[src/hw/spawn_queue_pkg.sv]
// Spawn queue geometry and the bit layout of a queue entry.
`default_nettype none

package spawn_queue_pkg;

    localparam int QUEUE_LEN = 128;
    localparam int QUEUE_BITS = $clog2(QUEUE_LEN);

    // header word.
    localparam int ENTRY_VALID_BYTE_OFFSET = 56;
    localparam int ENTRY_VALID_OFFSET = 63;
    localparam int NUM_ARGS_OFFSET = 0;
    localparam int NUM_DEPS_OFFSET = 8;
    localparam int NUM_COPS_OFFSET = 16;

    // third body word.
    localparam int TASKTYPE_L = 0;
    localparam int TASKTYPE_H = 31;
    localparam int ARCH_L = 32;
    localparam int ARCH_H = 33;

    localparam int ENTRY_FIXED_SLOTS = 4;
    localparam int COP_SLOTS = 3;

    // slots taken by one entry, at most 79.
    function automatic logic [QUEUE_BITS-1:0] entry_slots(input logic [3:0] args,
                                                          input logic [3:0] deps,
                                                          input logic [3:0] cops);
        return QUEUE_BITS'(ENTRY_FIXED_SLOTS) + QUEUE_BITS'(args) + QUEUE_BITS'(deps)
            + QUEUE_BITS'(COP_SLOTS) * QUEUE_BITS'(cops);
    endfunction

endpackage

`default_nettype wire

[src/hw/spawn_queue_drain.sv]
// Spawn queue drain that streams committed entries out in order and frees them.
`timescale 1ns/100ps
`default_nettype none

module spawn_queue_drain (
    input  wire                                     clk,
    input  wire                                     rstn,
    output logic [spawn_queue_pkg::QUEUE_BITS-1:0]  q_addr,
    output logic                                    q_en,
    output logic [7:0]                              q_we,
    output logic [63:0]                             q_din,
    input  wire [63:0]                              q_dout,
    output logic                                    out_valid,
    output logic [63:0]                             out_data,
    output logic                                    out_last,
    input  wire                                     out_ready
);

    import spawn_queue_pkg::*;

    typedef enum logic [2:0] {D_IDLE, D_POLL, D_CHECK, D_OUT, D_FETCH, D_CLEAR} drain_state_t;

    drain_state_t state;
    logic [QUEUE_BITS-1:0] rd_idx;
    logic [QUEUE_BITS-1:0] cnt;
    logic [QUEUE_BITS-1:0] ent_len;

    always_comb begin
        q_addr = rd_idx + cnt;
        q_en = 1'b0;
        q_we = 8'h00;
        q_din = '0;
        case (state)
            D_POLL: begin
                q_addr = rd_idx;
                q_en = 1'b1;
            end
            D_OUT: q_en = out_ready && !out_last;
            D_CLEAR: begin
                q_addr = rd_idx;
                q_en = 1'b1;
                q_we = 8'h01 << (ENTRY_VALID_BYTE_OFFSET / 8);
            end
            default: begin
            end
        endcase
    end

    always_ff @(posedge clk) begin
        case (state)
            D_IDLE: state <= D_POLL;
            D_POLL: state <= D_CHECK;
            D_CHECK: begin
                if (q_dout[ENTRY_VALID_OFFSET]) begin
                    ent_len <= entry_slots(q_dout[NUM_ARGS_OFFSET +: 4],
                                           q_dout[NUM_DEPS_OFFSET +: 4],
                                           q_dout[NUM_COPS_OFFSET +: 4]);
                    out_data <= q_dout;
                    out_valid <= 1'b1;
                    out_last <= 1'b0;
                    cnt <= QUEUE_BITS'(1);
                    state <= D_OUT;
                end else begin
                    state <= D_POLL;
                end
            end
            D_OUT: begin
                if (out_ready) begin
                    out_valid <= 1'b0;
                    if (out_last) begin
                        state <= D_CLEAR;
                    end else begin
                        state <= D_FETCH;
                    end
                end
            end
            D_FETCH: begin
                out_data <= q_dout;
                out_valid <= 1'b1;
                out_last <= (cnt == ent_len - QUEUE_BITS'(1));
                cnt <= cnt + QUEUE_BITS'(1);
                state <= D_OUT;
            end
            default: begin
                // clearing the header valid byte frees the whole entry.
                rd_idx <= rd_idx + ent_len;
                state <= D_POLL;
            end
        endcase

        if (!rstn) begin
            state <= D_IDLE;
            rd_idx <= '0;
            cnt <= '0;
            out_valid <= 1'b0;
            out_last <= 1'b0;
        end
    end

    assert property (@(posedge clk) disable iff (!rstn)
        out_valid && !out_ready |=> out_valid && $stable(out_data) && $stable(out_last));

endmodule

`default_nettype wire

[config.mk]
export PLATFORM = sky130hd
export DESIGN_NAME = spawn_queue_drain
export DESIGN_NICKNAME = d
export VERILOG_FILES = /design/src/hw/spawn_queue_pkg.sv /design/src/hw/spawn_queue_drain.sv
export SDC_FILE = /design/constraint.sdc
export NUM_CORES = 1
export LEC_CHECK = 0
export CORE_ASPECT_RATIO = 2
export CORE_MARGIN = 8
export CORE_UTILIZATION = 60
export CTS_BUF_LIST = sky130_fd_sc_hd__clkbuf_4
export DETAILED_ROUTE_END_ITERATION = 16
export DONT_BUFFER_PORTS = 1
export PLACE_DENSITY = 0.84
export SLEW_MARGIN = 20
export SYNTH_ARGS = -nofsm -noshare
export SYNTH_HDL_FRONTEND = slang
export SYNTH_SLANG_ARGS = --single-unit
[constraint.sdc]
create_clock -name clk -period 5.1 [get_ports clk]
set_clock_uncertainty 0.15 [all_clocks]
set_input_delay 0.255 -clock clk [delete_from_list [all_inputs] [get_ports clk]]
set_output_delay 0.255 -clock clk [all_outputs]
set_load 0.1 [all_outputs]
# == Word level (Yosys, flattened, before mapping) ==
# Index checks and enable logic that the tools add are counted.
# op_classes
div_mod_pow,0
bitwise,0
addsub,7
order_cmp,0
mux,16
n_mul,1
n_shift,0
n_reduce_logical,10
eq_ne,8
# op_table
op,n
$pmux 64 s2,1
$mux 64,1
$add 7x7->7,2
$mux 7,2
$pmux 7 s2,1
$pmux 3 s4,1
$mux 8,1
$add 6x6->7,1
$add 7x1->7 const B,1
$eq 7x7->1,1
$sub 7x1->7 const B,1
$add 5x4->6,1
$eq 3x2->1 const B,2
$eq 3x3->1 const B,2
$mul 2x4->6 const A,1
$add 3x4->5 const A,1
$reduce_or 5->1,1
$mux 1,4
$ne 2x2->1 const B,2
$pmux 1 s2,2
$reduce_and 2->1,2
$eq 3x1->1 const B,1
$logic_not 3->1,1
$mux 3,1
other kinds (8),8
# totals
memories,0
regBits,90
latch_bits,0
input_bits,67
romBits,0
mem_bits_rw,0
word_cells,49

# == Logic depth before layout (Yosys ltp) ==
# logic_depth
word_depth,3
depth_mapped,11

# == Least setup slack after synthesis ==
# Ideal clock, no wire load.
# synth_path
path_kind,reg-to-reg
from,reg state[1]
to,reg cnt[2]
synth_period_minus_slack_ps,4800
n_path_buf,1
path_stages_with_launch,6
arrival_ps,4531
setup_slack_ps,300
path_cell_list,dfxtp_1 -> buf_2 -> nand2b_1 -> a21oi_1 -> o311a_1 -> nor3_1
# synth_via
elab_chain_len,3
word_cells_on_any_way,6
classes_between,eq/ne: 3; mux: 1; reduce/logical: 2
# synth_rtl
element,line_no,rtl
"start, declared",spawn_queue_drain.sv:23,drain_state_t state;
"start signal, assigned",spawn_queue_drain.sv:51,D_IDLE: state <= D_POLL;
"start signal, assigned",spawn_queue_drain.sv:52,D_POLL: state <= D_CHECK;
"start signal, assigned",spawn_queue_drain.sv:62,state <= D_OUT;
$eq 3x2->1 or $eq 3x3->1 (tied branches),spawn_queue_drain.sv:50,case (state)
$ne 2x2->1 (no source line) or $reduce_bool 2->1 (tied branches),--,
$reduce_and 2->1 (no source line),--,
"end signal, assigned",spawn_queue_drain.sv:81,cnt <= cnt + QUEUE_BITS'(1);
"end, declared",spawn_queue_drain.sv:25,logic [QUEUE_BITS-1:0] cnt;
# Parallel ways exist; a longest one is shown, timed or not.
# A chain may end at the register's enable or synchronous reset.

# == Worst setup path in the final report ==
# layout_path
from,reg state[0]
to,out q_addr[5] (netlist bit)
# layout_via
elab_chain_len,3
word_cells_on_any_way,4
classes_between,eq/ne: 2; mux: 1; reduce/logical: 1
# layout_rtl
element,line_no,rtl
$eq 3x1->1 or $eq 3x3->1 (tied branches),spawn_queue_drain.sv:33,case (state)
$reduce_or 2->1 (no source line) (*),--,
$mux 7 (*),spawn_queue_drain.sv:33,
"end, declared",spawn_queue_drain.sv:8,"output logic [spawn_queue_pkg::QUEUE_BITS-1:0] q_addr,"
# Every way passes the cells marked *; elsewhere a longest branch is shown, timed or not.

==> flow_summary_export.csv <==
group,metric,value,unit
run,maxCapViolCount,0,
timing,finalHoldViolations,0,
finish,area_delta_synth_final,15.1,%
timing,period_minus_slack,3.28,ns
place,port_buffers,0,
grt,grt_pass1_vias,3264,
routing,wl,12.0,mm
floorplanning,core,7600,um^2
grt,grt_pass1_wl,18.3,mm
logic_synthesis,synth_common_cells,"71 x buf_4, 71 x edfxtp_1, 25 x ha_1",
clocking,ctsHtreeMaxLevel,3,
logic_synthesis,ys_types,47,
clocking,clk-insertion-delay-late,0.44,ns
logic_synthesis,synth-seq-cells,90,
logic_synthesis,yosys_most_used_dff,"edfxtp_1",
routing,avgViaCountPerCell,5.36,
place,gp_congestion,0.874,
logic_synthesis,yosysTopAreaCell,"edfxtp_1",
routing,ant_nets,0,
place,dpl.hpwl,8.40,mm
logic_synthesis,synth_top_area_share,45.4,%
routing,vias,3040,
clocking,cts_root_buf,"clkbuf_4",
floorplanning,chipHeight,141,um
logic_synthesis,netlist_area,4690,um^2
critical_path,required,4.70,ns
critical_path,cp_slowest_cell,"nand3_1",
power_and_ir_drop,p_total,1840,uW
routing,first_iter_violations,197,
grt,grt_max_degree,61,
floorplanning,ios,213,
clocking,cts_buffer_depth,2,
critical_path,critPathArrivalTime,2.88,ns
critical_path,slowest_delay,0.79,ns
floorplanning,die_area,11100,um^2
floorplanning,fp-row-count,45,
logic_synthesis,async_flop_share,0,%
timing,setup_viol,0,
timing,rsz0062_at_grt,"no",
timing,fmax,304,MHz
grt,grt_usage,21.6,%
run_status,status,"completed",
routing,dr.pass1.iters,4,
logic_synthesis,synth_area_leaders,"edfxtp_1 45%, buf_4 11%, dfxtp_1 8.1%, ha_1 6.7%, fa_1 4.3%",
grt,antenna_found_initial,1,
clocking,numCtsBuffers,9,
critical_path,critPathTopFamily,"simple AND/OR/NAND/NOR gates",
timing,max_slew_margin,27.8,%
clocking,numClockSinks,90,
finish,drive_gt1_share,6.78,%
floorplanning,initial_core_util,61.7,%
critical_path,cp_num_buf_inv,0,
critical_path,worstPathMaxFanout,14,
critical_path,cp-end-kind,"primary output",
routing,wl_per_cell,21.2,um
power_and_ir_drop,leakage,0.00215,uW
floorplanning,die_w,78.5,um
critical_path,path_class,"reg2out",
timing,setup_tns,0,ns
finish,final_util,71.1,%
clocking,cts_tree,"yes",
timing,worst_pin_slew,1.08,ns
min_path,hp-class,"in2reg",
timing,drv_slew,0,
clocking,path_clk_slew,0.13,ns
critical_path,cp-start-kind,"flip-flop",
timing,period_share,64.4,%
routing,route.detailed.drc,0,
critical_path,crit_chain,"nor2b_1 > nor4b_1 > a211oi_1 > nand3_1",
power_and_ir_drop,vdd_drop_max,0.322,mV
power_and_ir_drop,cellPowerDensity,341,nW/um^2
grt,grt-ovfl-total,0,
logic_synthesis,synth_edf_count,71,
finish,finalNetCount,570,
logic_synthesis,yosysSeqAreaShare,53.5,%
logic_synthesis,yosysWarnings,0,
logic_synthesis,avgSynthCellArea,11.9,um^2
logic_synthesis,syn_inst,394,
-- cell type report --
cell class	instances	area [um^2]
clock buffers	9	67.6
well taps	94	118
clock inverters	6	91.3
fillers	513	2200
multi-input cells	272	1820
flip-flops and latches	90	2510
inverters	24	90.1
diodes	1	2.50
repair buffers	71	698
-- power breakdown --
part | total, uW | internal (uW) | switching [uW]
combinational | 444 | 94.2 | 350
sequential | 958 | 826 | 132
clock | 441 | 199 | 242
-- repair_timing --
action | in CTS | in global routing
hold buffers | 66 | 0
setup buffers | 0 | 0
endpoints found under the hold margin | 73 | 0
gates resized for setup | 0 | 0
-- state kept, by name, summed over array words and instances, names as in the netlist --
| name | flops |
|---|---|
| rd_idx | 7 |
| out_data | 64 |
| state | 3 |
| ent_len | 7 |
| out_last | 1 |
| out_valid | 1 |
| cnt | 7 |
-- layer usage --
metal / vias to the layer above / share of wire (%) / track usage, % / wire (um)
li1: 1395 / - / - / -
met1: 1471 / 33 / 20.1 / 3950
met2: 157 / 59 / 42.1 / 7100
met3: 17 / 6.2 / 5.73 / 746
met4: 0 / 1.9 / 7.96 / 234
met5: - / 0 / 0 / 0
-- layout by cell type (no fill, tap or decap), drive strengths merged, types with 4 or more instances in the layout --
cell and n:
a211oi 6, a21o 5, a21oi 20, a31oi 5, buf 5, clkbuf 9
conb 71, dfxtp 19, dlygate4sd3 66, edfxtp 71, fa 10, ha 25
inv 25, nand2 18, nand2b 12, nand3 7, nor2 19, nor2b 4
nor3 7, nor3b 4, o21ai 13, xnor2 10, xor2 4
-- cell families after synthesis --
family	synth area share [%]
XOR/XNOR	2.61
other	0.0799
multiplexers	0.906
buffers and inverters	13.9
AO/OA/AOI/OAI	7.60
AND/OR/NAND/NOR	10.5
adder cells (fa/ha/maj)	10.9
flip-flops	53.5
-- worst paths after layout --
check        startpoint         end  slack (ns)  cells past startpoint
max            state[0]   q_addr[5]        1.82                      4
max reg2reg    state[1]      cnt[1]        2.62                      6
min reg2reg   rd_idx[2]   rd_idx[2]        0.36                      2
min           q_dout[9]  ent_len[1]        0.06                      2
-- stage by stage --
| stage | hold slack (ns) | setup WS [ns] | instance area (um^2) | std cells |
|---|---|---|---|---|
| 3_5_place_dp | 0.204 | 2.16 | 4580 | 485 |
| 5_1_grt | 0.0611 | 1.60 | 5400 | 567 |
| 6_report | 0.0623 | 1.82 | 5400 | 567 |
| 3_3_place_gp | 0.204 | 2.29 | 4580 | 485 |
| 4_1_cts | 0.0461 | 1.84 | 5400 | 566 |
| 2_1_floorplan | 0.204 | 0.300 | 4960 | 464 |
-- worst reg2reg max path, stage by stage, from the launching register on --
cell	delay, ns
dfxtp_1	0.60
nand3b_1	0.24
a21oi_4	0.41
buf_4	0.68
nor2_1	0.10
a21oi_1	0.13
nor2_1	0.05
No activity file was read; power rests on OpenSTA's default activity.
