### config.mk
export PLATFORM = sky130hd
export DESIGN_NAME = spawn_queue_writer
export DESIGN_NICKNAME = d
export VERILOG_FILES = /design/src/hw/spawn_queue_pkg.sv /design/src/hw/spawn_cmd_pkg.sv /design/src/hw/spawn_queue_writer.sv
export SDC_FILE = /design/constraint.sdc
export NUM_CORES = 1
export LEC_CHECK = 0
export BUFFER_PORTS_ARGS = -buffer_cell sky130_fd_sc_hd__buf_2
export CORE_AREA = 2 2 153 155
export CTS_CLUSTER_DIAMETER = 30
export CTS_CLUSTER_SIZE = 16
export DETAILED_ROUTE_END_ITERATION = 7
export DIE_AREA = 0 0 155 157
export PLACE_DENSITY_LB_ADDON = 0.1
export SETUP_SLACK_MARGIN = 0.15
export SYNTH_ARGS = -nofsm -noshare
export SYNTH_HDL_FRONTEND = slang
export SYNTH_SLANG_ARGS = --single-unit
### constraint.sdc
create_clock -name clk -period 3.6 [get_ports clk]
set_clock_uncertainty 0.2 [all_clocks]
set_input_delay 0.36 -clock clk [delete_from_list [all_inputs] [get_ports clk]]
set_output_delay 0.36 -clock clk [all_outputs]
set_load 0.1 [all_outputs]
### src/hw/spawn_queue_pkg.sv
// Spawn queue geometry and the bit layout of a queue entry.
`default_nettype none

package spawn_queue_pkg;

    localparam int QUEUE_LEN = 128;
    localparam int QUEUE_BITS = $clog2(QUEUE_LEN);

    // header word.
    localparam int ENTRY_VALID_BYTE_OFFSET = 56;
    localparam int ENTRY_VALID_OFFSET = 63;
    localparam int NUM_ARGS_OFFSET = 0;
    localparam int NUM_DEPS_OFFSET = 8;
    localparam int NUM_COPS_OFFSET = 16;

    // third body word.
    localparam int TASKTYPE_L = 0;
    localparam int TASKTYPE_H = 31;
    localparam int ARCH_L = 32;
    localparam int ARCH_H = 33;

    localparam int ENTRY_FIXED_SLOTS = 4;
    localparam int COP_SLOTS = 3;

    // slots taken by one entry, at most 79.
    function automatic logic [QUEUE_BITS-1:0] entry_slots(input logic [3:0] args,
                                                          input logic [3:0] deps,
                                                          input logic [3:0] cops);
        return QUEUE_BITS'(ENTRY_FIXED_SLOTS) + QUEUE_BITS'(args) + QUEUE_BITS'(deps)
            + QUEUE_BITS'(COP_SLOTS) * QUEUE_BITS'(cops);
    endfunction

endpackage

`default_nettype wire

### src/hw/spawn_cmd_pkg.sv
// New-task command descriptor layout and queue writer return codes.
`default_nettype none

package spawn_cmd_pkg;

    localparam int TASKTYPE_BITS = 32;
    localparam int ARCH_BITS = 2;

    // descriptor word.
    localparam int DESC_TYPE_L = 0;
    localparam int DESC_TYPE_H = 31;
    localparam int DESC_ARCH_L = 32;
    localparam int DESC_ARCH_H = 33;
    localparam int DESC_ARGS_L = 40;
    localparam int DESC_DEPS_L = 44;
    localparam int DESC_COPS_L = 48;

    typedef enum logic [1:0] {
        SPAWN_WAIT   = 2'd0,
        SPAWN_OK     = 2'd1,
        SPAWN_REJECT = 2'd2
    } spawn_ret_t;

endpackage

`default_nettype wire

### src/hw/spawn_queue_writer.sv
// Spawn queue writer that reserves room, reclaims consumed entries and commits new ones.
`timescale 1ns/100ps
`default_nettype none

module spawn_queue_writer (
    input  wire                                     clk,
    input  wire                                     rstn,
    input  wire                                     spawn_start,
    input  wire [63:0]                              task_id,
    input  wire [63:0]                              ptask_id,
    input  wire [spawn_cmd_pkg::TASKTYPE_BITS-1:0]  task_type,
    input  wire [spawn_cmd_pkg::ARCH_BITS-1:0]      task_arch,
    input  wire [3:0]                               num_args,
    input  wire [3:0]                               num_deps,
    input  wire [3:0]                               num_cops,
    input  wire [63:0]                              buf_data,
    input  wire                                     buf_last,
    input  wire                                     buf_valid,
    output logic                                    buf_ready,
    output logic [spawn_queue_pkg::QUEUE_BITS-1:0]  q_addr,
    output logic                                    q_en,
    output logic [7:0]                              q_we,
    output logic [63:0]                             q_din,
    input  wire [63:0]                              q_dout,
    output spawn_cmd_pkg::spawn_ret_t               spawn_ret
);

    import spawn_queue_pkg::*;
    import spawn_cmd_pkg::*;

    typedef enum logic [3:0] {
        W_IDLE, W_CHECK, W_READ, W_COMPUTE, W_UPDATE,
        W_TASKID, W_PTASKID, W_TYPE, W_REST_1, W_REST_2, W_HEADER
    } writer_state_t;

    writer_state_t state;
    logic [QUEUE_BITS-1:0] wr_idx;
    logic [QUEUE_BITS-1:0] hdr_idx;
    logic [QUEUE_BITS-1:0] rcl_idx;
    logic [QUEUE_BITS:0] avail_slots;
    logic [QUEUE_BITS-1:0] needed_slots;
    logic [QUEUE_BITS-1:0] rcl_len;
    logic [3:0] rcl_args;
    logic [3:0] rcl_deps;
    logic [3:0] rcl_cops;

    assign buf_ready = (state == W_REST_1) && buf_valid;

    always_comb begin
        q_addr = wr_idx;
        q_en = 1'b0;
        q_we = 8'hff;
        q_din = task_id;
        case (state)
            W_CHECK: begin
                // header at the reclaim index is only used when room is short.
                q_addr = rcl_idx;
                q_en = 1'b1;
                q_we = 8'h00;
            end
            W_TASKID: q_en = 1'b1;
            W_PTASKID: begin
                q_en = 1'b1;
                q_din = ptask_id;
            end
            W_TYPE: begin
                q_en = 1'b1;
                q_din = '0;
                q_din[TASKTYPE_H:TASKTYPE_L] = task_type;
                q_din[ARCH_H:ARCH_L] = task_arch;
            end
            W_REST_2: begin
                q_en = 1'b1;
                q_din = buf_data;
            end
            W_HEADER: begin
                q_addr = hdr_idx;
                q_en = 1'b1;
                q_din = '0;
                q_din[ENTRY_VALID_BYTE_OFFSET +: 8] = 8'h80;
                q_din[NUM_ARGS_OFFSET +: 8] = {4'd0, num_args};
                q_din[NUM_DEPS_OFFSET +: 8] = {4'd0, num_deps};
                q_din[NUM_COPS_OFFSET +: 8] = {4'd0, num_cops};
            end
            default: begin
            end
        endcase
    end

    always_ff @(posedge clk) begin
        spawn_ret <= SPAWN_WAIT;
        case (state)
            W_IDLE: begin
                needed_slots <= entry_slots(num_args, num_deps, num_cops);
                if (spawn_start) begin
                    state <= W_CHECK;
                end
            end
            W_CHECK: begin
                if ({1'b0, needed_slots} <= avail_slots) begin
                    hdr_idx <= wr_idx;
                    wr_idx <= wr_idx + QUEUE_BITS'(1);
                    state <= W_TASKID;
                end else begin
                    state <= W_READ;
                end
            end
            W_READ: begin
                rcl_args <= q_dout[NUM_ARGS_OFFSET +: 4];
                rcl_deps <= q_dout[NUM_DEPS_OFFSET +: 4];
                rcl_cops <= q_dout[NUM_COPS_OFFSET +: 4];
                if (q_dout[ENTRY_VALID_OFFSET]) begin
                    spawn_ret <= SPAWN_REJECT;
                    state <= W_IDLE;
                end else begin
                    state <= W_COMPUTE;
                end
            end
            W_COMPUTE: begin
                rcl_len <= entry_slots(rcl_args, rcl_deps, rcl_cops);
                state <= W_UPDATE;
            end
            W_UPDATE: begin
                avail_slots <= avail_slots + {1'b0, rcl_len};
                rcl_idx <= rcl_idx + rcl_len;
                state <= W_CHECK;
            end
            W_TASKID, W_PTASKID: begin
                wr_idx <= wr_idx + QUEUE_BITS'(1);
                state <= (state == W_TASKID) ? W_PTASKID : W_TYPE;
            end
            W_TYPE: begin
                wr_idx <= wr_idx + QUEUE_BITS'(1);
                if (needed_slots == QUEUE_BITS'(ENTRY_FIXED_SLOTS)) begin
                    state <= W_HEADER;
                end else begin
                    state <= W_REST_1;
                end
            end
            W_REST_1: begin
                if (buf_valid) begin
                    state <= W_REST_2;
                end
            end
            W_REST_2: begin
                wr_idx <= wr_idx + QUEUE_BITS'(1);
                state <= buf_last ? W_HEADER : W_REST_1;
            end
            default: begin
                // the header goes last and publishes the entry.
                avail_slots <= avail_slots - {1'b0, needed_slots};
                spawn_ret <= SPAWN_OK;
                state <= W_IDLE;
            end
        endcase

        if (!rstn) begin
            state <= W_IDLE;
            spawn_ret <= SPAWN_WAIT;
            avail_slots <= (QUEUE_BITS + 1)'(QUEUE_LEN);
            wr_idx <= '0;
            rcl_idx <= '0;
        end
    end

    assert property (@(posedge clk) disable iff (!rstn)
        avail_slots <= (QUEUE_BITS + 1)'(QUEUE_LEN));

    // a pop must empty the parser buffer on the next cycle.
    assert property (@(posedge clk) disable iff (!rstn)
        buf_ready |=> !buf_valid);

endmodule

`default_nettype wire

; Word level (Yosys, flattened, before mapping)
; Index checks and enable logic that the tools add are counted.
[op_classes]
magnitude_cmp = 1
eq_ne = 14
n_mux = 17
addsub = 10
mul = 2
n_reduce_logical = 11
[ops]
columns = operator, count
row1 = 64-bit case mux with 4 select lines, 1
row2 = 4-bit case mux with 9 select lines, 1
row3 = 7-bit case mux with 2 select lines, 2
row4 = 9-bit OR reduction, 2
row5 = "4-bit by 3-bit == test with 1-bit output, second input constant", 4
row6 = 8-bit case mux with 2 select lines, 1
row7 = 6-bit by 6-bit adder with 7-bit output, 2
row8 = 5-bit by 4-bit adder with 6-bit output, 2
row9 = "4-bit == test, second input constant", 3
row10 = "2-bit by 4-bit multiplier with 6-bit output, first input constant", 2
row11 = "3-bit by 4-bit adder with 5-bit output, first input constant", 2
row12 = 8-bit by 7-bit adder with 8-bit output, 1
row13 = "4-bit by 2-bit == test with 1-bit output, second input constant", 2
row14 = 7-bit by 8-bit <= comparator with 1-bit output, 1
row15 = 2-bit 2-to-1 mux, 4
row16 = 4-bit 2-to-1 mux, 2
row17 = 8-bit 2-to-1 mux, 1
row18 = 8-bit by 7-bit subtractor with 8-bit output, 1
row19 = "7-bit by 1-bit adder with 7-bit output, second input constant", 1
row20 = 7-bit adder, 1
row21 = "7-bit by 3-bit == test with 1-bit output, second input constant", 1
row22 = 7-bit 2-to-1 mux, 1
row23 = "2-bit != test, second input constant", 3
row24 = 2-bit AND reduction, 3
row25 = other kinds (10), 11
[word_totals]
output_inout_bits = 83
ff_bits = 61

; Logic depth before layout (Yosys ltp)
[depth]
word_depth = 4
depth_mapped = 11

; Worst setup path after synthesis
; Ideal clock, no wire load.
[synth_timing]
kind = flip-flop to output port
start = reg state[3]
end = out q_din[10]
arrival_ps = 2964
required_time_ps = 3040
stages_incl_launch_ff = 8
path_buffers = 3
path_slack_ps = 76
cell_sequence = dfxtp_1 buf_2 nand2b_1 buf_2 nor2_2 buf_2 a22oi_1 a31oi_1
[synth_between]
elab_chain_len = 2
[synth_rtl]
columns = element, line
row1 = start: declaration, spawn_queue_writer.sv:36  ; writer_state_t state;
row2 = start signal: assignment, spawn_queue_writer.sv:130  ; state <= (state == W_TASKID) ? W_PTASKID : W_TYPE;
row3 = start signal: assignment, spawn_queue_writer.sv:147  ; state <= buf_last ? W_HEADER : W_REST_1;
row4 = 4-bit == test or 4-bit by 3-bit == test with 1-bit output (tied branches), spawn_queue_writer.sv:54  ; case (state)
row5 = 64-bit case mux with 4 select lines *, spawn_queue_writer.sv:54
row6 = end: declaration, spawn_queue_writer.sv:23  ; output logic [63:0] q_din,
; Every way passes the cells marked *; elsewhere a longest branch is shown, timed or not.

; Worst setup path after layout
[layout_timing]
start = reg state[3]
end = out q_din[41]
; The elaborated chain is that of the path after synthesis.

==> results_tabular.tex <==
\begin{tabular}{lr}
\hline
Metric & Value \\
\hline
\multicolumn{2}{l}{\textbf{Run status}} \\
Outcome & complete, no violations \\
\multicolumn{2}{l}{\textbf{STA}} \\
WHS & 0.0134 ns \\
Minimum clock period & $\sim$3.3 ns \\
Unrepaired setup endpoints after global routing & no \\
Setup TNS after final layout & 0 ns \\
Max Fclk & roughly 300 MHz \\
Minimum setup slack in the final design & 0.300 ns \\
Hold Violations, Final & 0 \\
Final worst-path cycle share & 91.7\% \\
Final number of max-transition violations & 0 \\
Worst slew margin relative to its limit & 57.1\% \\
Total of endpoints with negative setup slack in the final report & 0 \\
Actual slew at the worst max-slew pin & $\sim$0.64 ns \\
\multicolumn{2}{l}{\textbf{Logic synthesis}} \\
Mean Syn Cell Area & 8.62 um2 \\
Adder-cell share of the synthesized area & 16.7\% \\
Proportion of synthesized flip-flops having asynchronous set or reset & 0\% \\
Portion of the post-synthesis area used by sequential elements & 28.2\% \\
Post-synth top flop & sky130\_fd\_sc\_hd\_\_edfxtp\_1 \\
Multiplexer share of the synthesized area & 1.23\% \\
Largest family of logic cells by synthesized area & compound AO/OA/AOI/OAI gates \\
Cells after synthesis & 637 \\
Number of flops mapped to enable cells by yosys & 33 \\
Yosys warning count & 0 \\
Synth cell types & 58 \\
Portion of synthesized cell area occupied by the leading cell type & 18.0\% \\
Synthesized area & 5490 um2 \\
Net Count, Synth & 1006 \\
Area fraction in and, or, nand and nor cells after synthesis & around 14\% \\
Cell types occupying the most area after synthesis & sky130\_fd\_sc\_hd\_\_edfxtp\_1 18\%, sky130\_fd\_sc\_hd\_\_dfxtp\_1 10\%, sky130\_fd\_sc\_hd\_\_ha\_1 9.8\% \\
Area fraction in compound gates after synthesis & a little over a quarter \\
Synthesis-stage register bit count & 61 \\
Share of the synthesized netlist area taken by xor and xnor gates & 2.21\% \\
Leading area contributor after synthesis & sky130\_fd\_sc\_hd\_\_edfxtp\_1 \\
\multicolumn{2}{l}{\textbf{Power and ir drop}} \\
Peak ir drop on the vdd network & 0.209 mV \\
Total chip power & roughly 2.9 mW \\
Leakage power & 4.07 nW \\
Power density over the cells & 348 nW/um2 \\
\multicolumn{2}{l}{\textbf{Final layout}} \\
Layout overhead on the synthesized area & 53.9\% \\
Core utilization of the finished layout & 37.6\% \\
Post-route design area & 8450 um2 \\
Most frequent cells in the layout & 304 x sky130\_fd\_sc\_hd\_\_buf\_2, 82 x sky130\_fd\_sc\_hd\_\_inv\_1, 55 x sky130\_fd\_sc\_hd\_\_nor2\_1, 51 x sky130\_fd\_sc\_hd\_\_a222oi\_1, 48 x sky130\_fd\_sc\_hd\_\_a21oi\_1 \\
Flip-flop and latch area & 1550 um2 \\
Post-layout nets & 1333 \\
Total of fill cells in the finished design & 2343 \\
Multi-input gate area in the final layout & 3440 um2 \\
Leading cell type in the layout, fill and taps excluded & sky130\_fd\_sc\_hd\_\_buf\_2 \\
Count of placed standard cells in the final layout, fillers left out & 1262 \\
Layout cell share with drive strength beyond 1 & 40.2\% \\
\multicolumn{2}{l}{\textbf{Worst setup path}} \\
Start of the worst register-to-register path & rcl\_cops[0]\$\_DFFE\_PP\_ \\
Worst Setup Path Type & reg -> out \\
Critical path launch point type & flip-flop \\
Data arrival at the endpoint of the critical path & between 2 and 3 ns \\
Maximum fanout along the worst path & 41 \\
Register-to-register setup slack & 0.52 ns \\
Endpoint type of the worst setup path & primary output \\
Worst endpoint required time & $\sim$3.0 ns \\
Reg-to-reg critical path endpoint & rcl\_len[6]\$\_DFFE\_PP\_ \\
Register-to-Register Path Depth & 9 \\
\multicolumn{2}{l}{\textbf{Routing}} \\
WL final & 25200 um \\
Average vias per placed instance & 4.93 \\
DRC viols & 0 \\
Post-DRT Antenna Nets & 0 \\
Number of vias after detailed routing & 6216 \\
Average routed wire per standard cell & about 20 um \\
Iteration count of the initial detailed-routing pass & 7 \\
DRC marker count from the first detailed-route iteration & 664 \\
\multicolumn{2}{l}{\textbf{Clocking}} \\
CTS tree & done \\
Post-CTS setup buffer count & 0 \\
Total number of H-tree levels & 3 \\
CTS Buf Count & 9 \\
Buffers from clock root to sink, at most & 2 \\
Clock latency on the worst-skew pair & 0.34 ns \\
Clock root cell & sky130\_fd\_sc\_hd\_\_clkbuf\_16 \\
Clk pin slew, worst setup/hold paths & 0.06 ns \\
Clock tree sinks & 61 \\
\multicolumn{2}{l}{\textbf{Worst hold path}} \\
Startpoint of the lowest-slack hold path & q\_dout[8] \\
Endpoint with the worst hold slack & rcl\_deps[0]\$\_DFFE\_PP\_ \\
Hold Path Class & in -> reg \\
Hold Crit Depth & 1 \\
\multicolumn{2}{l}{\textbf{Floorplan}} \\
Area of the core & 22500 um2 \\
Number of rows created at floorplan & 55 \\
Full die area & 24300 um2 \\
Y dimension of the die & between 150 and 200 um \\
Die width & 155 um \\
Number of ports placed on the die boundary & 390 \\
Initial Utilization & 24.4\% \\
\multicolumn{2}{l}{\textbf{Place}} \\
Total half-perimeter wirelength after legalization and detailed placement & 20900 um \\
Placer's final routability congestion estimate & 0.845 \\
Worst Setup Slack post-DPL & 0.423 ns \\
Placed Cells & around 1200 \\
Port-buffer cells & 338 \\
Total placed instance area & 8010 um2 \\
\multicolumn{2}{l}{\textbf{Global routing}} \\
Via count of the first global-routing pass & 6046 \\
Initial antenna violation count & 17 \\
Largest net degree at the start of global routing & 55 \\
First-pass GRT wire length & around 36000 um \\
Total congestion overflow & 0 \\
Total routing usage reported by global routing & $\sim$20\% \\
\multicolumn{2}{l}{\textbf{Flow run}} \\
Max-cap violations & 0 \\
\hline
\end{tabular}
==> cells by family after synthesis <==
| group | Yosys count |
|---|---|
| simple gates | 169 |
| buf+inv | 129 |
| flops | 61 |
| mux | 5 |
| xor+xnor | 13 |
| fa+ha+maj | 62 |
| compound gates | 198 |
==> flip-flops by register name (all words and copies together), names as in the netlist <==
name          flops
avail_slots       8
hdr_idx           7
needed_slots      7
rcl_args          4
rcl_cops          4
rcl_deps          4
rcl_idx           7
rcl_len           7
spawn_ret         2
state             4
wr_idx            7
==> where the power goes <==
group	internal, mW	leakage (nW)	switching (mW)
clock	0.606	0.156	0.328
combinational	0.407	3.38	0.761
sequential	0.799	0.537	0.0385
total	1.81	4.07	1.13
==> layout make-up <==
cell class / instances / share of cell area (%)
antenna: 8 / 0.237
clock buffer: 10 / 2.71
clock inverter: 6 / 1.04
inverter: 84 / 3.73
multi-input combinational: 447 / 40.7
sequential: 61 / 18.4
tap: 285 / 4.22
timing repair buffer: 361 / 29.0
==> critical path, stage by stage, from the launching register on <==
cell	delay, ns
sky130_fd_sc_hd__dfxtp_1	0.67
sky130_fd_sc_hd__and4_2	0.71
sky130_fd_sc_hd__buf_12	0.29
sky130_fd_sc_hd__a222oi_1	0.15
sky130_fd_sc_hd__inv_1	0.13
sky130_fd_sc_hd__buf_2	0.44
==> synthesized netlist by cell type (2+ instances only) <==
master,instances
sky130_fd_sc_hd__o21ai_0,18
sky130_fd_sc_hd__xor2_1,2
sky130_fd_sc_hd__nor2_2,2
sky130_fd_sc_hd__and3_1,5
sky130_fd_sc_hd__buf_8,3
sky130_fd_sc_hd__dfxtp_1,28
sky130_fd_sc_hd__mux2i_1,3
sky130_fd_sc_hd__nand2_1,47
sky130_fd_sc_hd__nand3_1,14
sky130_fd_sc_hd__nand4_1,2
sky130_fd_sc_hd__ha_1,43
sky130_fd_sc_hd__xnor2_1,10
sky130_fd_sc_hd__a211o_1,3
sky130_fd_sc_hd__a31oi_1,13
sky130_fd_sc_hd__o31a_1,2
sky130_fd_sc_hd__a21o_1,6
sky130_fd_sc_hd__edfxtp_1,33
sky130_fd_sc_hd__a222oi_1,51
sky130_fd_sc_hd__a211oi_1,6
sky130_fd_sc_hd__nand2b_1,17
sky130_fd_sc_hd__buf_2,20
sky130_fd_sc_hd__fa_1,19
sky130_fd_sc_hd__clkbuf_1,12
sky130_fd_sc_hd__buf_4,8
sky130_fd_sc_hd__nor3_1,7
sky130_fd_sc_hd__nor2_1,55
sky130_fd_sc_hd__and4_1,4
sky130_fd_sc_hd__a22oi_1,31
sky130_fd_sc_hd__o211ai_1,3
sky130_fd_sc_hd__inv_1,82
sky130_fd_sc_hd__o21a_1,6
sky130_fd_sc_hd__nor4_1,4
sky130_fd_sc_hd__nor2b_1,5
sky130_fd_sc_hd__a21oi_1,48
sky130_fd_sc_hd__buf_6,2
==> worst max path at each step <==
stage | start | endpoint | slack, ns | depth (start not counted)
floorplan | state[1]$_SDFFE_PN0P_ | q_din[32] | 0.13 | 7
detailed placement | num_args[1] | needed_slots[6]$_DFFE_PP_ | 0.42 | 12
global placement | num_args[1] | needed_slots[6]$_DFFE_PP_ | 0.43 | 12
finish | state[3]$_SDFFE_PN0P_ | q_din[41] | 0.30 | 5
CTS | state[3]$_SDFFE_PN0P_ | q_din[41] | 0.31 | 5
global route | state[0]$_SDFFE_PN0P_ | q_din[41] | 0.18 | 5
==> per-layer routing <==
layer	share of wire [%]	track usage, %
met4	1.9	5.34
met1	43	26.3
met5	0.42	0
met3	9.4	7.10
met2	45	30.1
==> timing repair <==
| item | 4_1_cts | 5_1_grt |
|---|---|---|
| endpoints found under the setup margin | 0 | 0 |
| hold buffers | 11 | 0 |
| hold endpoints to repair | 11 | 0 |
| gates resized for setup | 0 | 0 |
(Power assumes the default switching activity.)
