### config.mk
export PLATFORM = sky130hd
export DESIGN_NAME = spawn_cmd_parser
export DESIGN_NICKNAME = d
export VERILOG_FILES = /design/src/hw/spawn_cmd_pkg.sv /design/src/hw/spawn_cmd_parser.sv
export SDC_FILE = /design/constraint.sdc
export NUM_CORES = 1
export LEC_CHECK = 0
export BUFFER_PORTS_ARGS = -buffer_cell sky130_fd_sc_hd__buf_4
export CAP_MARGIN = 5
export CORE_MARGIN = 5
export CORE_UTILIZATION = 35
export CTS_BUF_LIST = sky130_fd_sc_hd__clkbuf_4
export DETAILED_ROUTE_END_ITERATION = 8
export PLACE_DENSITY_LB_ADDON = 0.12
export SETUP_SLACK_MARGIN = 0.4
export SLEW_MARGIN = 5
export SYNTH_ARGS = -nofsm -noshare
export SYNTH_HDL_FRONTEND = slang
export SYNTH_SLANG_ARGS = --single-unit
export TNS_END_PERCENT = 1
### constraint.sdc
create_clock -name clk -period 6.7 [get_ports clk]
set_clock_uncertainty 0.15 [all_clocks]
set_input_delay 0 -clock clk [delete_from_list [all_inputs] [get_ports clk]]
set_output_delay 0 -clock clk [all_outputs]
set_load 0.02 [all_outputs]
### src/hw/spawn_cmd_pkg.sv
// New-task command descriptor layout and queue writer return codes.
`default_nettype none

package spawn_cmd_pkg;

    localparam int TASKTYPE_BITS = 32;
    localparam int ARCH_BITS = 2;

    // descriptor word.
    localparam int DESC_TYPE_L = 0;
    localparam int DESC_TYPE_H = 31;
    localparam int DESC_ARCH_L = 32;
    localparam int DESC_ARCH_H = 33;
    localparam int DESC_ARGS_L = 40;
    localparam int DESC_DEPS_L = 44;
    localparam int DESC_COPS_L = 48;

    typedef enum logic [1:0] {
        SPAWN_WAIT   = 2'd0,
        SPAWN_OK     = 2'd1,
        SPAWN_REJECT = 2'd2
    } spawn_ret_t;

endpackage

`default_nettype wire

### src/hw/spawn_cmd_parser.sv
// New-task command parser that collects the fixed words and feeds payload to the writer.
`timescale 1ns/100ps
`default_nettype none

module spawn_cmd_parser (
    input  wire                                    clk,
    input  wire                                    rstn,
    input  wire                                    in_valid,
    input  wire [63:0]                             in_data,
    input  wire                                    in_last,
    output logic                                   in_ready,
    output logic                                   spawn_start,
    output logic [63:0]                            task_id,
    output logic [63:0]                            ptask_id,
    output logic [spawn_cmd_pkg::TASKTYPE_BITS-1:0] task_type,
    output logic [spawn_cmd_pkg::ARCH_BITS-1:0]     task_arch,
    output logic [3:0]                             num_args,
    output logic [3:0]                             num_deps,
    output logic [3:0]                             num_cops,
    output logic [63:0]                            buf_data,
    output logic                                   buf_last,
    output logic                                   buf_valid,
    input  wire                                    buf_ready,
    input  spawn_cmd_pkg::spawn_ret_t              spawn_ret
);

    import spawn_cmd_pkg::*;

    typedef enum logic [1:0] {P_IDLE, P_COLLECT, P_BUSY, P_RETRY} parser_state_t;

    parser_state_t state;
    logic [1:0] word_cnt;
    logic pl_done;
    logic take;

    // payload words only go into an empty buffer.
    assign in_ready = (state == P_COLLECT) ||
                      ((state == P_BUSY || state == P_RETRY) && !buf_valid && !pl_done);
    assign take = in_valid && in_ready;

    always_ff @(posedge clk) begin
        spawn_start <= 1'b0;
        if (buf_ready) begin
            buf_valid <= 1'b0;
        end
        if (take && state != P_COLLECT) begin
            buf_data <= in_data;
            buf_last <= in_last;
            buf_valid <= 1'b1;
            pl_done <= in_last;
        end

        case (state)
            P_IDLE: begin
                word_cnt <= 2'd0;
                state <= P_COLLECT;
            end
            P_COLLECT: begin
                if (take) begin
                    word_cnt <= word_cnt + 2'd1;
                    case (word_cnt)
                        2'd0: begin
                            task_type <= in_data[DESC_TYPE_H:DESC_TYPE_L];
                            task_arch <= in_data[DESC_ARCH_H:DESC_ARCH_L];
                            num_args <= in_data[DESC_ARGS_L +: 4];
                            num_deps <= in_data[DESC_DEPS_L +: 4];
                            num_cops <= in_data[DESC_COPS_L +: 4];
                        end
                        2'd1: task_id <= in_data;
                        default: begin
                            ptask_id <= in_data;
                            word_cnt <= 2'd0;
                            pl_done <= (num_args | num_deps | num_cops) == 4'd0;
                            spawn_start <= 1'b1;
                            state <= P_BUSY;
                        end
                    endcase
                end
            end
            P_BUSY: begin
                if (spawn_ret == SPAWN_OK) begin
                    state <= P_COLLECT;
                end else if (spawn_ret == SPAWN_REJECT) begin
                    state <= P_RETRY;
                end
            end
            default: begin
                // same command again, the writer keeps its reclaim progress.
                spawn_start <= 1'b1;
                state <= P_BUSY;
            end
        endcase

        if (!rstn) begin
            state <= P_IDLE;
            word_cnt <= 2'd0;
            pl_done <= 1'b0;
            spawn_start <= 1'b0;
            buf_valid <= 1'b0;
        end
    end

    // one command in flight at a time.
    assert property (@(posedge clk) disable iff (!rstn)
        spawn_start |=> !spawn_start until_with (spawn_ret != SPAWN_WAIT));

endmodule

`default_nettype wire

# Word-level counts from Yosys, hierarchy flattened
# Index checks and enable logic that the tools add are counted.
[classes]
addsub = 1
eq_ne = 10
n_mux = 17
bitwise = 3
n_reduce_logical = 20
[ops]
columns = ["cell", "count"]
rows = [
  ["$mux 2", 6],
  ["$reduce_and 3->1", 4],
  ["$mux 1", 8],
  ["$or 4x4->4", 2],
  ["$eq 2x1->1 const B", 3],
  ["$eq 2x2->1 const B", 3],
  ["$pmux 2 s3", 1],
  ["$logic_and 1x1->1", 4],
  ["$logic_not 2->1", 2],
  ["$logic_not 4->1", 1],
  ["$ne 2x2->1 const B", 2],
  ["$pmux 2 s2", 1],
  ["$reduce_bool 2->1", 2],
  ["$reduce_or 2->1", 2],
  ["$ne 3x1->1 const B", 1],
  ["$add 2x1->2 const B", 1],
  ["$logic_not 1->1", 2],
  ["$logic_or 1x1->1", 2],
  ["$ne 2x1->1 const B", 1],
  ["$pmux 1 s2", 1],
  ["$reduce_and 2->1", 1],
  ["$not 1->1", 1],
]
[totals]
ff_bits = 246
output_inout_bits = 242
wordCells = 65

# Depth between registers and ports, before layout
# Gate-level depths: netlist of the first run.
[logic_depth]
ltp_word = 11
ltp_mapped = 4

# Worst setup path after synthesis of the first run
# OpenSTA, ideal clock, no wires.
[synth_path]
kind = "register to register"
from = "register state[1]"
to = "register task_id[0], enable pin"
setup_ps = 418
arrival_ps = 2021
setup_slack_ps = 4111
stages_incl_launch_ff = 5
n_path_buf = 1
path_cell_list = "dfxtp_1 > buf_6 > and4bb_2 > nand2_1 > inv_1"
[synth_between]
elab_chain_len = 7
elab_cells_between_ends = 9
cone_classes = "3 x eq/ne; 6 x reduce/logical"
[synth_rtl]
columns = ["item", "line", "rtl"]
rows = [
  ["start, declared", "spawn_cmd_parser.sv:31", "parser_state_t state;"],
  ["start signal, assigned", "spawn_cmd_parser.sv:56", "state <= P_COLLECT;"],
  ["start signal, assigned", "spawn_cmd_parser.sv:75", "state <= P_BUSY;"],
  ["start signal, assigned", "spawn_cmd_parser.sv:82", "state <= P_COLLECT;"],
  ["$eq 2x2->1", "spawn_cmd_parser.sv:38", "((state == P_BUSY || state == P_RETRY) && !buf_valid && !pl_done);"],
  ["$logic_or 1x1->1", "spawn_cmd_parser.sv:38", ""],
  ["$logic_and 1x1->1 (2 in a row)", "spawn_cmd_parser.sv:38", ""],
  ["$logic_or 1x1->1", "spawn_cmd_parser.sv:37", "assign in_ready = (state == P_COLLECT) ||"],
  ["$logic_and 1x1->1", "spawn_cmd_parser.sv:39", "assign take = in_valid && in_ready;"],
  ["$reduce_and 3->1 (no line) *", "--", ""],
  ["end signal, assigned", "spawn_cmd_parser.sv:69", "2'd1: task_id <= in_data;"],
  ["end, declared", "spawn_cmd_parser.sv:13", "output logic [63:0] task_id,"],
]
# Mark *: on every way between the ends. The rest lies on a longest branch, timed or not.
# A chain may end at the register's enable or synchronous reset.

# Worst setup path after layout of the first run
[layout_path]
from = "register state[1]"
to = "register word_cnt[0]"
[layout_between]
elab_chain_len = 8
elab_cells_between_ends = 13
cone_classes = "4 x eq/ne; 1 x mux; 8 x reduce/logical"
[layout_rtl]
columns = ["item", "line", "rtl"]
rows = [
  ["$eq 2x2->1", "spawn_cmd_parser.sv:38", ""],
  ["$logic_or 1x1->1", "spawn_cmd_parser.sv:38", ""],
  ["$logic_and 1x1->1 (2 in a row)", "spawn_cmd_parser.sv:38", ""],
  ["$logic_or 1x1->1", "spawn_cmd_parser.sv:37", ""],
  ["$logic_and 1x1->1", "spawn_cmd_parser.sv:39", ""],
  ["$ne 2x2->1 (no line)", "--", ""],
  ["$reduce_and 2->1 (no line)", "--", ""],
  ["end signal, assigned", "spawn_cmd_parser.sv:60", "word_cnt <= word_cnt + 2'd1;"],
  ["end, declared", "spawn_cmd_parser.sv:32", "logic [1:0] word_cnt;"],
]
# Several ways; a longest one is shown, not always the timed one.

==> results.tsv, run 1 <==
stage	metric	value	unit
synthesis	Mapped Nets	353	
floorplan	Die Ht	157	um
worst_setup_path	WP data arrival	3.21	ns
place	Final Wtd Congestion	0.812	
timing	Final period util	41.4	%
synthesis	Syn Inst Count	282	
worst_setup_path	crit path cell chain	and4bb_2 -> nor2b_4 -> buf_4 -> o21a_1 -> dlygate4sd3_1	
routing	Vias	4848	
timing	total negative slack	0	ns
layout	area grow syn2layout	63.9	%
timing	Max Fclk	361	MHz
routing	DR pass1 iterations	4	
layout	most common cell after layout, fill and taps aside	buf_4	
worst_setup_path	Worst setup endpoint	word_cnt[0]	
worst_setup_path	r2r endpoint	word_cnt[0]	
clock_tree	CTS tree	built	
synthesis	post-synth top area share	94.9	%
global_route	first-pass GRT wire length	30.2	mm
worst_setup_path	R2R Path Start	state[1]	
floorplan	Top Ports	313	
routing	Highest Signal Layer	met4	
timing	endpoints failing setup	0	
worst_setup_path	CP startpoint	state[1]	
worst_setup_path	CP Class	flip-flop to flip-flop	
timing	Slew Viols, Final	0	
layout	most frequent cells in the layout	316 x buf_4, 239 x edfxtp_1, 140 x dlygate4sd3_1	
clock_tree	clock sink total	246	
clock_tree	Longest Clk Path Bufs	3	
global_route	largest net degree at the start of global routing	44	
worst_setup_path	Setup crit end kind	flip-flop	
layout	layout cells sized above 1	48.4	%
global_route	initial antenna violation count	1	
layout	Nets	868	
pwr	VDD IR-drop max	0.000169	V
routing	antenna viol nets, final	0	
job	Max Cap Viol	0	
timing	hold slack	0.112	ns
floorplan	Horiz. Die Dim	157	um
floorplan	die area	24600	um^2
synthesis	Synth area leaders	edfxtp_1 95%, dfxtp_1 1.9%, a211oi_2 0.33%	
global_route	vias in the first global route	5366	
routing	drt total wl	20.9	mm
clock_tree	Worst-path clk slew	0.07	ns
floorplan	row count	53	
worst_setup_path	cells on worst reg2reg path	5	
synthesis	post-synthesis sequential area ratio	96.8	%
place	number of port buffers	312	
timing	Final Hold Vio Count	0	
routing	Routed WL per cell	18.6	um
clock_tree	Skew-Pair Late Insertion Delay	0.65	ns
global_route	gr usage total	16.2	%
clock_tree	CTS root buf	clkbuf_4	
worst_setup_path	worst-path fanout max	25	
worst_setup_path	Critical-path top delay cell	nor2b_4	
clock_tree	total CTS buffers	59	
timing	min Tclk post-route	2.77	ns
timing	RSZ-0062 raised after global routing	false	
routing	WL met3	2.24	mm
synthesis	Synth Area per Inst	26.8	um^2
status	outcome	completed	
synthesis	Netlist cell types	20	
pwr	Pwr Density	244	nW/um^2
synthesis	synth warn	0	
worst_setup_path	Critical Path Max Stage Delay	0.65	ns
worst_setup_path	Worst EP required	7.14	ns
timing	Rel. slew slack	49.1	%
clock_tree	H-tree levels	2	
global_route	GRT Residual Overflow	0	
clock_tree	Setup Buffers After CTS	0	
floorplan	Starting Density	35.7	%
worst_setup_path	reg2reg setup slack	3.93	ns
routing	DR vias/cell	4.32	
synthesis	Seq cells post-synth	246	
floorplan	Core Footprint	21200	um^2
synthesis	dominant cell type by area after synthesis	edfxtp_1	
routing	Starting DRT DRC Count	230	
routing	DRC violations left	0	
worst_hold_path	Min-Delay Path Class	input port to flip-flop	
timing	Slew @ Worst Pin	0.762	ns
synthesis	mapped cell area	7560	um^2
routing	met2 WL	10.8	mm
routing	M1 WL	7.37	mm
pwr	Leak Pwr	0.00483	uW
worst_setup_path	CP Launch Type	flip-flop	
place	Post-DP HPWL	13.7	mm
==> layout make-up <==
cell class                      count  area, um^2
Fill cell                        1588        8760
Sequential cell                   246        7320
Timing Repair Buffer              456        3770
Clock buffer                       82         616
Tap cell                          275         344
Multi-Input combinational cell     31         223
Clock inverter                     27         105
Inverter                            3        11.3
Antenna cell                        1        2.50
==> cells by family (layout without fill, tap and decap cells) <==
logic type / Yosys count / after routing / synth area share (%)
compound gates: 13 / 13 / 1.17
flops: 246 / 246 / 96.8
other cells: 0 / 1 / 0
buf+inv: 5 / 568 / 0.364
simple gates: 17 / 17 / 1.54
mux: 1 / 1 / 0.149
==> worst min path at each step <==
stage	start	endpoint	slack (ns)	cells after the start
after detailed placement	in_data[53]	task_id[53]	0.05	1
final	buf_ready	buf_valid	0.11	5
after floorplan	in_data[0]	buf_data[0]	-0.05	0
after CTS	buf_ready	buf_valid	0.003	5
after global routing	in_valid	spawn_start	0.07	4
after global placement	in_data[60]	buf_data[60]	0.05	1
==> flip-flops by register name, summed over array words and instances, names as in the netlist <==
| signal | cells |
|---|---|
| buf_data | 64 |
| ptask_id | 64 |
| task_id | 64 |
| task_type | 32 |
| num_args | 4 |
| num_cops | 4 |
| num_deps | 4 |
| state | 2 |
| task_arch | 2 |
| word_cnt | 2 |
| buf_last | 1 |
| buf_valid | 1 |
| pl_done | 1 |
| spawn_start | 1 |
==> per-layer routing <==
metal,vias to the layer above,GRT usage [%]
met3,33,6.08
met2,249,28.6
met1,2347,17.6
met4,0,6.36
met5,-,0
li1,2219,-
==> critical path: cells and delay by family, from the launching register on <==
| family | cells | cell delay [ns] |
|---|---|---|
| AO/OA/AOI/OAI | 1 | 0.18 |
| buffers and inverters | 2 | 0.99 |
| flip-flops | 1 | 0.39 |
| AND/OR/NAND/NOR | 2 | 1.00 |
==> where the power goes <==
group / switching [uW] / leakage [uW] / internal (uW)
registers: 8.16 / 0.00222 / 1710
logic: 81.2 / 0.00218 / 104
clock network: 556 / 0.000427 / 568
==> cell usage after synthesis <==
master and instances:
nor2b_1 1, a31oi_1 1, nand3_1 2, nor2b_4 1, buf_6 1, edfxtp_1 239, nand2b_1 2, and4b_2 1
a211oi_2 2, o21a_1 3, mux2_2 1, and4bb_2 2, nor2_1 3, dfxtp_1 7, nor4_1 3, clkbuf_2 1
o21ai_0 2, inv_1 3, nand2_1 2, a21oi_1 5
==> repair_timing <==
| item | in CTS | in global routing |
|---|---|---|
| hold buffers | 140 | 0 |
| resized for setup | 0 | 0 |
| hold endpoints to repair | 320 | 0 |
==> per-stage QoR <==
step	instances	power, uW	cell area (um^2)	worst slack (ns)	util (%)
floorplan	282	1790	7560	4.11	-
global placement	871	1870	10300	4.30	48.5
detailed placement	871	1870	10300	4.20	48.5
CTS	1120	3070	12400	3.84	58.6
global route	1121	3180	12400	3.71	58.6
finish	1121	3030	12400	3.93	58.6
No activity file was read; power rests on OpenSTA's default activity.
==> run 2: changes to the inputs <==
==> constraint.sdc (replaced) <==
create_clock -name clk -period 2.8 [get_ports clk]
set_clock_uncertainty 0.15 [all_clocks]
set_input_delay 0 -clock clk [delete_from_list [all_inputs] [get_ports clk]]
set_output_delay 0 -clock clk [all_outputs]
set_load 0.02 [all_outputs]
==> run 2 against run 1 <==
Net effect:
- hold slack worse by 0.023 ns
- combinational power up 140%
- clock power up 140%
- sequential share of layout area down 0.18 points
- first-iteration DRC count down 20%
- final cell count unchanged
- register-to-register slack worse by 3.1 ns
- via count up 0.23%
- critical endpoint is now buf_valid
- sequential power up 140%
- routed wire length down 1.2%
- critical path type unchanged
- critical path depth down 1
- die area unchanged
==> results.tsv, run 2 (synthesis results as in run 1) <==
stage	metric	value	unit	change
worst_hold_path	hold path start	in_valid		was buf_ready
layout	post-layout util	58.8	%	was 58.6%
worst_setup_path	Critical-path top delay cell	dlygate4sd3_1		was nor2b_4
worst_setup_path	reg2reg setup slack	0.84	ns	was 3.93 ns
job	Max Cap Viol	0		unchanged
timing	min Tclk post-route	1.96	ns	was 2.77 ns
timing	RSZ-0062 raised after global routing	false		unchanged
pwr	Pwr Density	582	nW/um^2	was 244 nW/um^2
worst_setup_path	cells on worst reg2reg path	4		was 5
worst_setup_path	r2r endpoint	buf_valid		was word_cnt[0]
layout	# diodes	0		was 1
clock_tree	CTS tree	built		unchanged
routing	DR pass1 iterations	5		was 4
clock_tree	clock sink total	246		unchanged
layout	Top Registers	buf_data: 64 flops, ptask_id: 64 flops, task_id: 64 flops		unchanged
pwr	VDD IR-drop max	0.000337	V	was 0.000169 V
place	Cells after DPL	874		was 871
layout	most common cell after layout, fill and taps aside	buf_4		unchanged
routing	antenna viol nets, final	0		unchanged
global_route	gr usage total	16.1	%	was 16.2%
routing	Routed WL per cell	18.4	um	was 18.6 um
worst_setup_path	Worst EP required	3.23	ns	was 7.14 ns
timing	Slew @ Worst Pin	0.565	ns	was 0.762 ns
clock_tree	Skew-Pair Late Insertion Delay	0.64	ns	was 0.65 ns
worst_setup_path	crit path cell chain	and4bb_4 -> a21oi_1 -> nor2_1 -> dlygate4sd3_1		was and4bb_2 -> nor2b_4 -> buf_4 -> o21a_1 -> dlygate4sd3_1
floorplan	Top Ports	313		unchanged
clock_tree	H-tree levels	2		unchanged
floorplan	Core Footprint	21200	um^2	unchanged
floorplan	Horiz. Die Dim	157	um	unchanged
timing	total negative slack	0	ns	unchanged
global_route	first-pass GRT wire length	30.0	mm	was 30.2 mm
worst_setup_path	CP Class	flip-flop to flip-flop		unchanged
clock_tree	cts repair resizes	0		unchanged
worst_setup_path	R2R Path Start	state[1]		unchanged
clock_tree	Worst-path clk slew	0.07	ns	about the same
layout	area occupied by multi-input gates	223	um^2	unchanged
global_route	largest net degree at the start of global routing	47		was 44
clock_tree	Longest Clk Path Bufs	3		unchanged
layout	area grow syn2layout	64.4	%	was 63.9%
floorplan	row count	53		unchanged
floorplan	die area	24600	um^2	unchanged
routing	drt total wl	20.6	mm	was 20.9 mm
timing	Final period util	70.0	%	was 41.4%
worst_setup_path	Setup crit end kind	flip-flop		unchanged
layout	fin cells	1121		unchanged
global_route	GRT Residual Overflow	0		unchanged
timing	Slew Viols, Final	0		unchanged
worst_hold_path	Min-Delay Path Class	input port to flip-flop		unchanged
place	number of port buffers	312		unchanged
place	Final Wtd Congestion	0.791		was 0.812
routing	Starting DRT DRC Count	185		was 230
clock_tree	total CTS buffers	59		unchanged
worst_hold_path	worst hold path cell count	4		was 5
status	outcome	completed		unchanged
layout	Register Area	7320	um^2	unchanged
pwr	Leak Pwr	0.00484	uW	was 0.00483 uW
worst_setup_path	crit-path leading delay family	simple AND/OR/NAND/NOR gates		unchanged
pwr	Pwr Total	7240	uW	was 3030 uW
layout	Nets	870		was 868
routing	Vias	4859		was 4,848
worst_setup_path	Crit path buffers/inverters	1		was 2
worst_setup_path	Critical Path Max Stage Delay	0.56	ns	was 0.65 ns
timing	Rel. slew slack	62.3	%	was 49.1%
routing	DR vias/cell	4.33		was 4.32
floorplan	Die Ht	157	um	unchanged
floorplan	Starting Density	35.7	%	unchanged
layout	fillers	1609		was 1,588
layout	most frequent cells in the layout	317 x buf_4, 239 x edfxtp_1, 139 x dlygate4sd3_1		was 316 x buf_4, 239 x edfxtp_1, 140 x dlygate4sd3_1
clock_tree	CTS root buf	clkbuf_4		unchanged
worst_setup_path	CP Launch Type	flip-flop		unchanged
routing	DRC violations left	0		unchanged
worst_setup_path	WP data arrival	2.39	ns	was 3.21 ns
worst_hold_path	Hold EP	spawn_start		was buf_valid
layout	layout cells sized above 1	48.9	%	was 48.4%
timing	endpoints failing setup	0		unchanged
global_route	initial antenna violation count	0		was 1
global_route	vias in the first global route	5280		was 5,366
timing	Final Hold Vio Count	0		unchanged
worst_setup_path	worst-path fanout max	22		was 25
timing	Max Fclk	510	MHz	was 361 MHz
place	Post-DP HPWL	13.6	mm	was 13.7 mm
-- run 2: how the worst max path moves through the flow --
stage | startpoint | endpoint | depth (start not counted)
2_1_floorplan | state[1] | task_id[0] | 4
3_3_place_gp | state[0] | task_id[54] | 4
3_5_place_dp | state[1] | pl_done | 4
4_1_cts | state[1] | pl_done | 4
5_1_grt | state[1] | buf_valid | 4
6_report | state[1] | buf_valid | 4
-- run 2: power by group --
part,switching (uW),internal [uW]
registers,20.3,4090
clock network,1330,1360
logic,192,249
total,1540,5700
-- run 2: metal layers --
metal  wire length [um]  vias to the layer above  part of all wire [%]  track usage, %
met5                  0                        -                     0               0
met4                439                        0                   2.1            5.58
met3               2160                       33                    10            5.64
met2              10600                      261                    51            28.7
met1               7440                     2341                    36            17.9
li1                   -                     2224                     -               -
-- run 2: timing repair --
item / 4_1_cts / 5_1_grt
endpoints found under the setup margin: 0 / 0
endpoints found under the hold margin: 285 / 0
hold buffers: 139 / 0
buffers inserted: 0 / 0
-- run 2: worst register-to-register path, stage by stage (launching register included) --
cell           delay, ns
dfxtp_1             0.47
and4bb_4            0.55
a21oi_1             0.08
nor2_1              0.10
dlygate4sd3_1       0.56
-- run 2: final cells by class --
cell class                 instances  area share (%)
timing repair buffer             458            30.7
inverter                           3           0.121
clock buffer                      82            4.95
clock inverter                    26           0.836
tap                              275            2.77
sequential                       246            58.9
multi-input combinational         31            1.79
-- run 2: through the flow --
stage | hold slack [ns] | area [um^2] | worst slack, ns
2_1_floorplan | -0.0511 | 7560 | 0.564
3_3_place_gp | 0.0480 | 10300 | 0.880
3_5_place_dp | 0.0495 | 10300 | 0.837
4_1_cts | 0.00934 | 12400 | 0.830
5_1_grt | 0.0658 | 12400 | 0.664
6_report | 0.0886 | 12400 | 0.840
==> run 3: changes to the inputs <==
==> constraint.sdc (replaced) <==
create_clock -name clk -period 1.75 [get_ports clk]
set_clock_uncertainty 0.15 [all_clocks]
set_input_delay 0 -clock clk [delete_from_list [all_inputs] [get_ports clk]]
set_output_delay 0 -clock clk [all_outputs]
set_load 0.02 [all_outputs]
==> run 3 against run 2 <==
Net effect:
- clock power up 73%
- sequential power increased by 60%
- worst setup slack worse by 0.74 ns
- register-to-register slack got worse by 0.74 ns
- total power is 65% higher
==> results.tsv, run 3 (synthesis results as in run 1) <==
stage	metric	value	unit	change
clock_tree	Longest Clk Path Bufs	3		unchanged
pwr	VDD IR-drop max	0.000437	V	was 0.000337 V
timing	hold slack	0.0867	ns	was 0.0886 ns
pwr	register share of total power	55.0	%	was 56.8%
layout	fin cells	1139		was 1,121
job	Max Cap Viol	0		unchanged
pwr	Switching Fraction	20.9	%	was 21.2%
worst_hold_path	Min-Delay Path Class	input port to flip-flop		unchanged
worst_setup_path	Worst EP required	1.95	ns	was 3.23 ns
global_route	gr usage total	16.2	%	was 16.1%
floorplan	Core Footprint	21200	um^2	unchanged
global_route	first-pass GRT wire length	30.3	mm	was 30.0 mm
pwr	Pwr Density	935	nW/um^2	was 582 nW/um^2
pwr	Logic pwr share	6.2	%	was 6.1%
routing	Starting DRT DRC Count	179		was 185
place	pre-CTS WS	0.106	ns	was 0.837 ns
timing	Slew @ Worst Pin	0.385	ns	was 0.565 ns
status	outcome	completed		unchanged
timing	Max Fclk	604	MHz	was 510 MHz
routing	DR pass1 iterations	4		was 5
global_route	initial antenna violation count	0		unchanged
worst_setup_path	crit path cell chain	and4bb_2 -> nand2_2 -> clkinvlp_4 -> buf_6 -> clkbuf_16		was and4bb_4 -> a21oi_1 -> nor2_1 -> dlygate4sd3_1
clock_tree	clock sink total	246		unchanged
floorplan	Top Ports	313		unchanged
global_route	largest net degree at the start of global routing	43		was 47
layout	area grow syn2layout	69.3	%	was 64.4%
place	number of port buffers	312		unchanged
clock_tree	total CTS buffers	59		unchanged
worst_setup_path	CP Launch Type	flip-flop		unchanged
worst_setup_path	Critical-path top delay cell	dfxtp_4		was dlygate4sd3_1
layout	most common cell after layout, fill and taps aside	buf_4		unchanged
worst_setup_path	r2r endpoint	task_id[44]		was buf_valid
worst_setup_path	CP startpoint	state[1]		unchanged
place	Cells after DPL	876		was 874
layout	Top Registers	buf_data: 64 flops, ptask_id: 64 flops, task_id: 64 flops		unchanged
floorplan	Die Ht	157	um	unchanged
pwr	Leak Pwr	0.00501	uW	was 0.00484 uW
floorplan	die area	24600	um^2	unchanged
worst_setup_path	reg2reg setup slack	0.1	ns	was 0.84 ns
floorplan	Starting Density	35.7	%	unchanged
worst_setup_path	CP Class	flip-flop to flip-flop		unchanged
layout	most frequent cells in the layout	317 x buf_4, 239 x edfxtp_1, 139 x dlygate4sd3_1		unchanged
pwr	cell-internal power	9470	uW	was 5700 uW
pwr	share of power burned in the clock network	38.8	%	was 37.1%
worst_setup_path	worst-path fanout max	11		was 22
layout	Nets	884		was 870
clock_tree	CTS root buf	clkbuf_4		unchanged
clock_tree	CTS tree	built		unchanged
layout	layout cells sized above 1	51.1	%	was 48.9%
pwr	switching power total	2500	uW	was 1540 uW
worst_setup_path	R2R Path Start	state[1]		unchanged
place	Final Wtd Congestion	0.825		was 0.791
timing	endpoints failing setup	0		unchanged
clock_tree	H-tree levels	2		unchanged
global_route	GRT Residual Overflow	0		unchanged
worst_setup_path	Setup crit end kind	flip-flop		unchanged
routing	DR vias/cell	4.30		was 4.33
worst_setup_path	Worst setup endpoint	task_id[44]		was buf_valid
layout	post-layout util	60.5	%	was 58.8%
floorplan	Horiz. Die Dim	157	um	unchanged
clock_tree	Skew-Pair Late Insertion Delay	0.63	ns	was 0.64 ns
timing	Slew Viols, Final	0		unchanged
clock_tree	Worst-path clk slew	0.06	ns	was 0.07 ns
global_route	vias in the first global route	5309		was 5,280
routing	Routed WL per cell	18.8	um	was 18.4 um
worst_setup_path	WP data arrival	1.85	ns	was 2.39 ns
worst_setup_path	cells on worst reg2reg path	5		was 4
routing	antenna viol nets, final	0		unchanged
timing	RSZ-0062 raised after global routing	true		was false
timing	Final period util	94.5	%	was 70.0%
timing	final worst setup slack	0.0956	ns	was 0.840 ns
place	Post-DP HPWL	13.8	mm	was 13.6 mm
floorplan	row count	53		unchanged
timing	Rel. slew slack	74.1	%	was 62.3%
routing	DRC violations left	0		unchanged
routing	drt total wl	21.4	mm	was 20.6 mm
timing	Final Hold Vio Count	0		unchanged
timing	min Tclk post-route	1.65	ns	was 1.96 ns
routing	Vias	4895		was 4,859
worst_setup_path	Critical Path Max Stage Delay	0.36	ns	was 0.56 ns
## run 3: changes by cell type in the layout (fill, tap and decap cells not counted), moves of 2 or more
cell	previous run	this run
buf_12	2	9
clkbuf_4	82	90
dfxtp_2	0	2
clkinv_2	5	2
buf_6	0	3
dfxtp_1	7	2
clkbuf_16	0	3
clkinv_1	21	17
dfxtp_4	0	3
## run 3: area by class of cell
class / count / area [um^2]
clock buffer: 90 / 676
fill: 1595 / 8360
inverter: 3 / 15.0
multi-input combinational: 31 / 229
sequential: 246 / 7330
antenna: 1 / 2.50
tap: 275 / 344
timing repair buffer: 472 / 4090
clock inverter: 21 / 108
## run 3: how the worst min path moves through the flow
stage | depth (start not counted) | slack [ns] | end | start
floorplan | 0 | -0.05 | buf_data[0] | in_data[0]
global placement | 1 | 0.05 | buf_data[58] | in_data[58]
detailed placement | 1 | 0.05 | buf_data[39] | in_data[39]
CTS | 5 | 0.0001 | buf_valid | buf_ready
global route | 4 | 0.07 | state[1] | in_valid
finish | 5 | 0.09 | buf_valid | buf_ready
## run 3: critical path, delay by kind of cell (launching register included)
family                 cells  cell delay, ns
buffers and inverters      3            0.46
AND/OR/NAND/NOR            2            0.41
flip-flops                 1            0.36
## run 3: stage by stage
| step | setup TNS, ns | cell area [um^2] | total power, uW |
|---|---|---|---|
| 2_1_floorplan | -81.01 | 7580 | 6840 |
| 3_3_place_gp | 0 | 10400 | 7180 |
| 3_5_place_dp | 0 | 10400 | 7190 |
| 4_1_cts | 0 | 12700 | 12100 |
| 5_1_grt | 0 | 12800 | 12500 |
| 6_report | 0 | 12800 | 12000 |
## run 3: power by group through the flow
stage	clock network (uW)	registers, uW	logic (uW)
floorplan	0	6790	49.8
global placement	0	6700	474
detailed placement	0	6710	481
CTS	4810	6580	736
global route	5180	6580	791
finish	4650	6570	742
## run 3: per-layer routing
layer	global-route usage (%)	up-vias	part of all wire, %
li1	-	2257	-
met1	18.2	2362	36
met2	28.8	249	51
met3	6.21	27	11
met4	4.75	0	1.4
met5	0	-	0
## run 3: repair_timing
item                                    4_1_cts  5_1_grt
hold buffers                                139        0
gates cloned                                  1        3
hold endpoints to repair                    375        0
resized for setup                             7        5
buffers inserted                              5        3
endpoints found under the setup margin      480      482
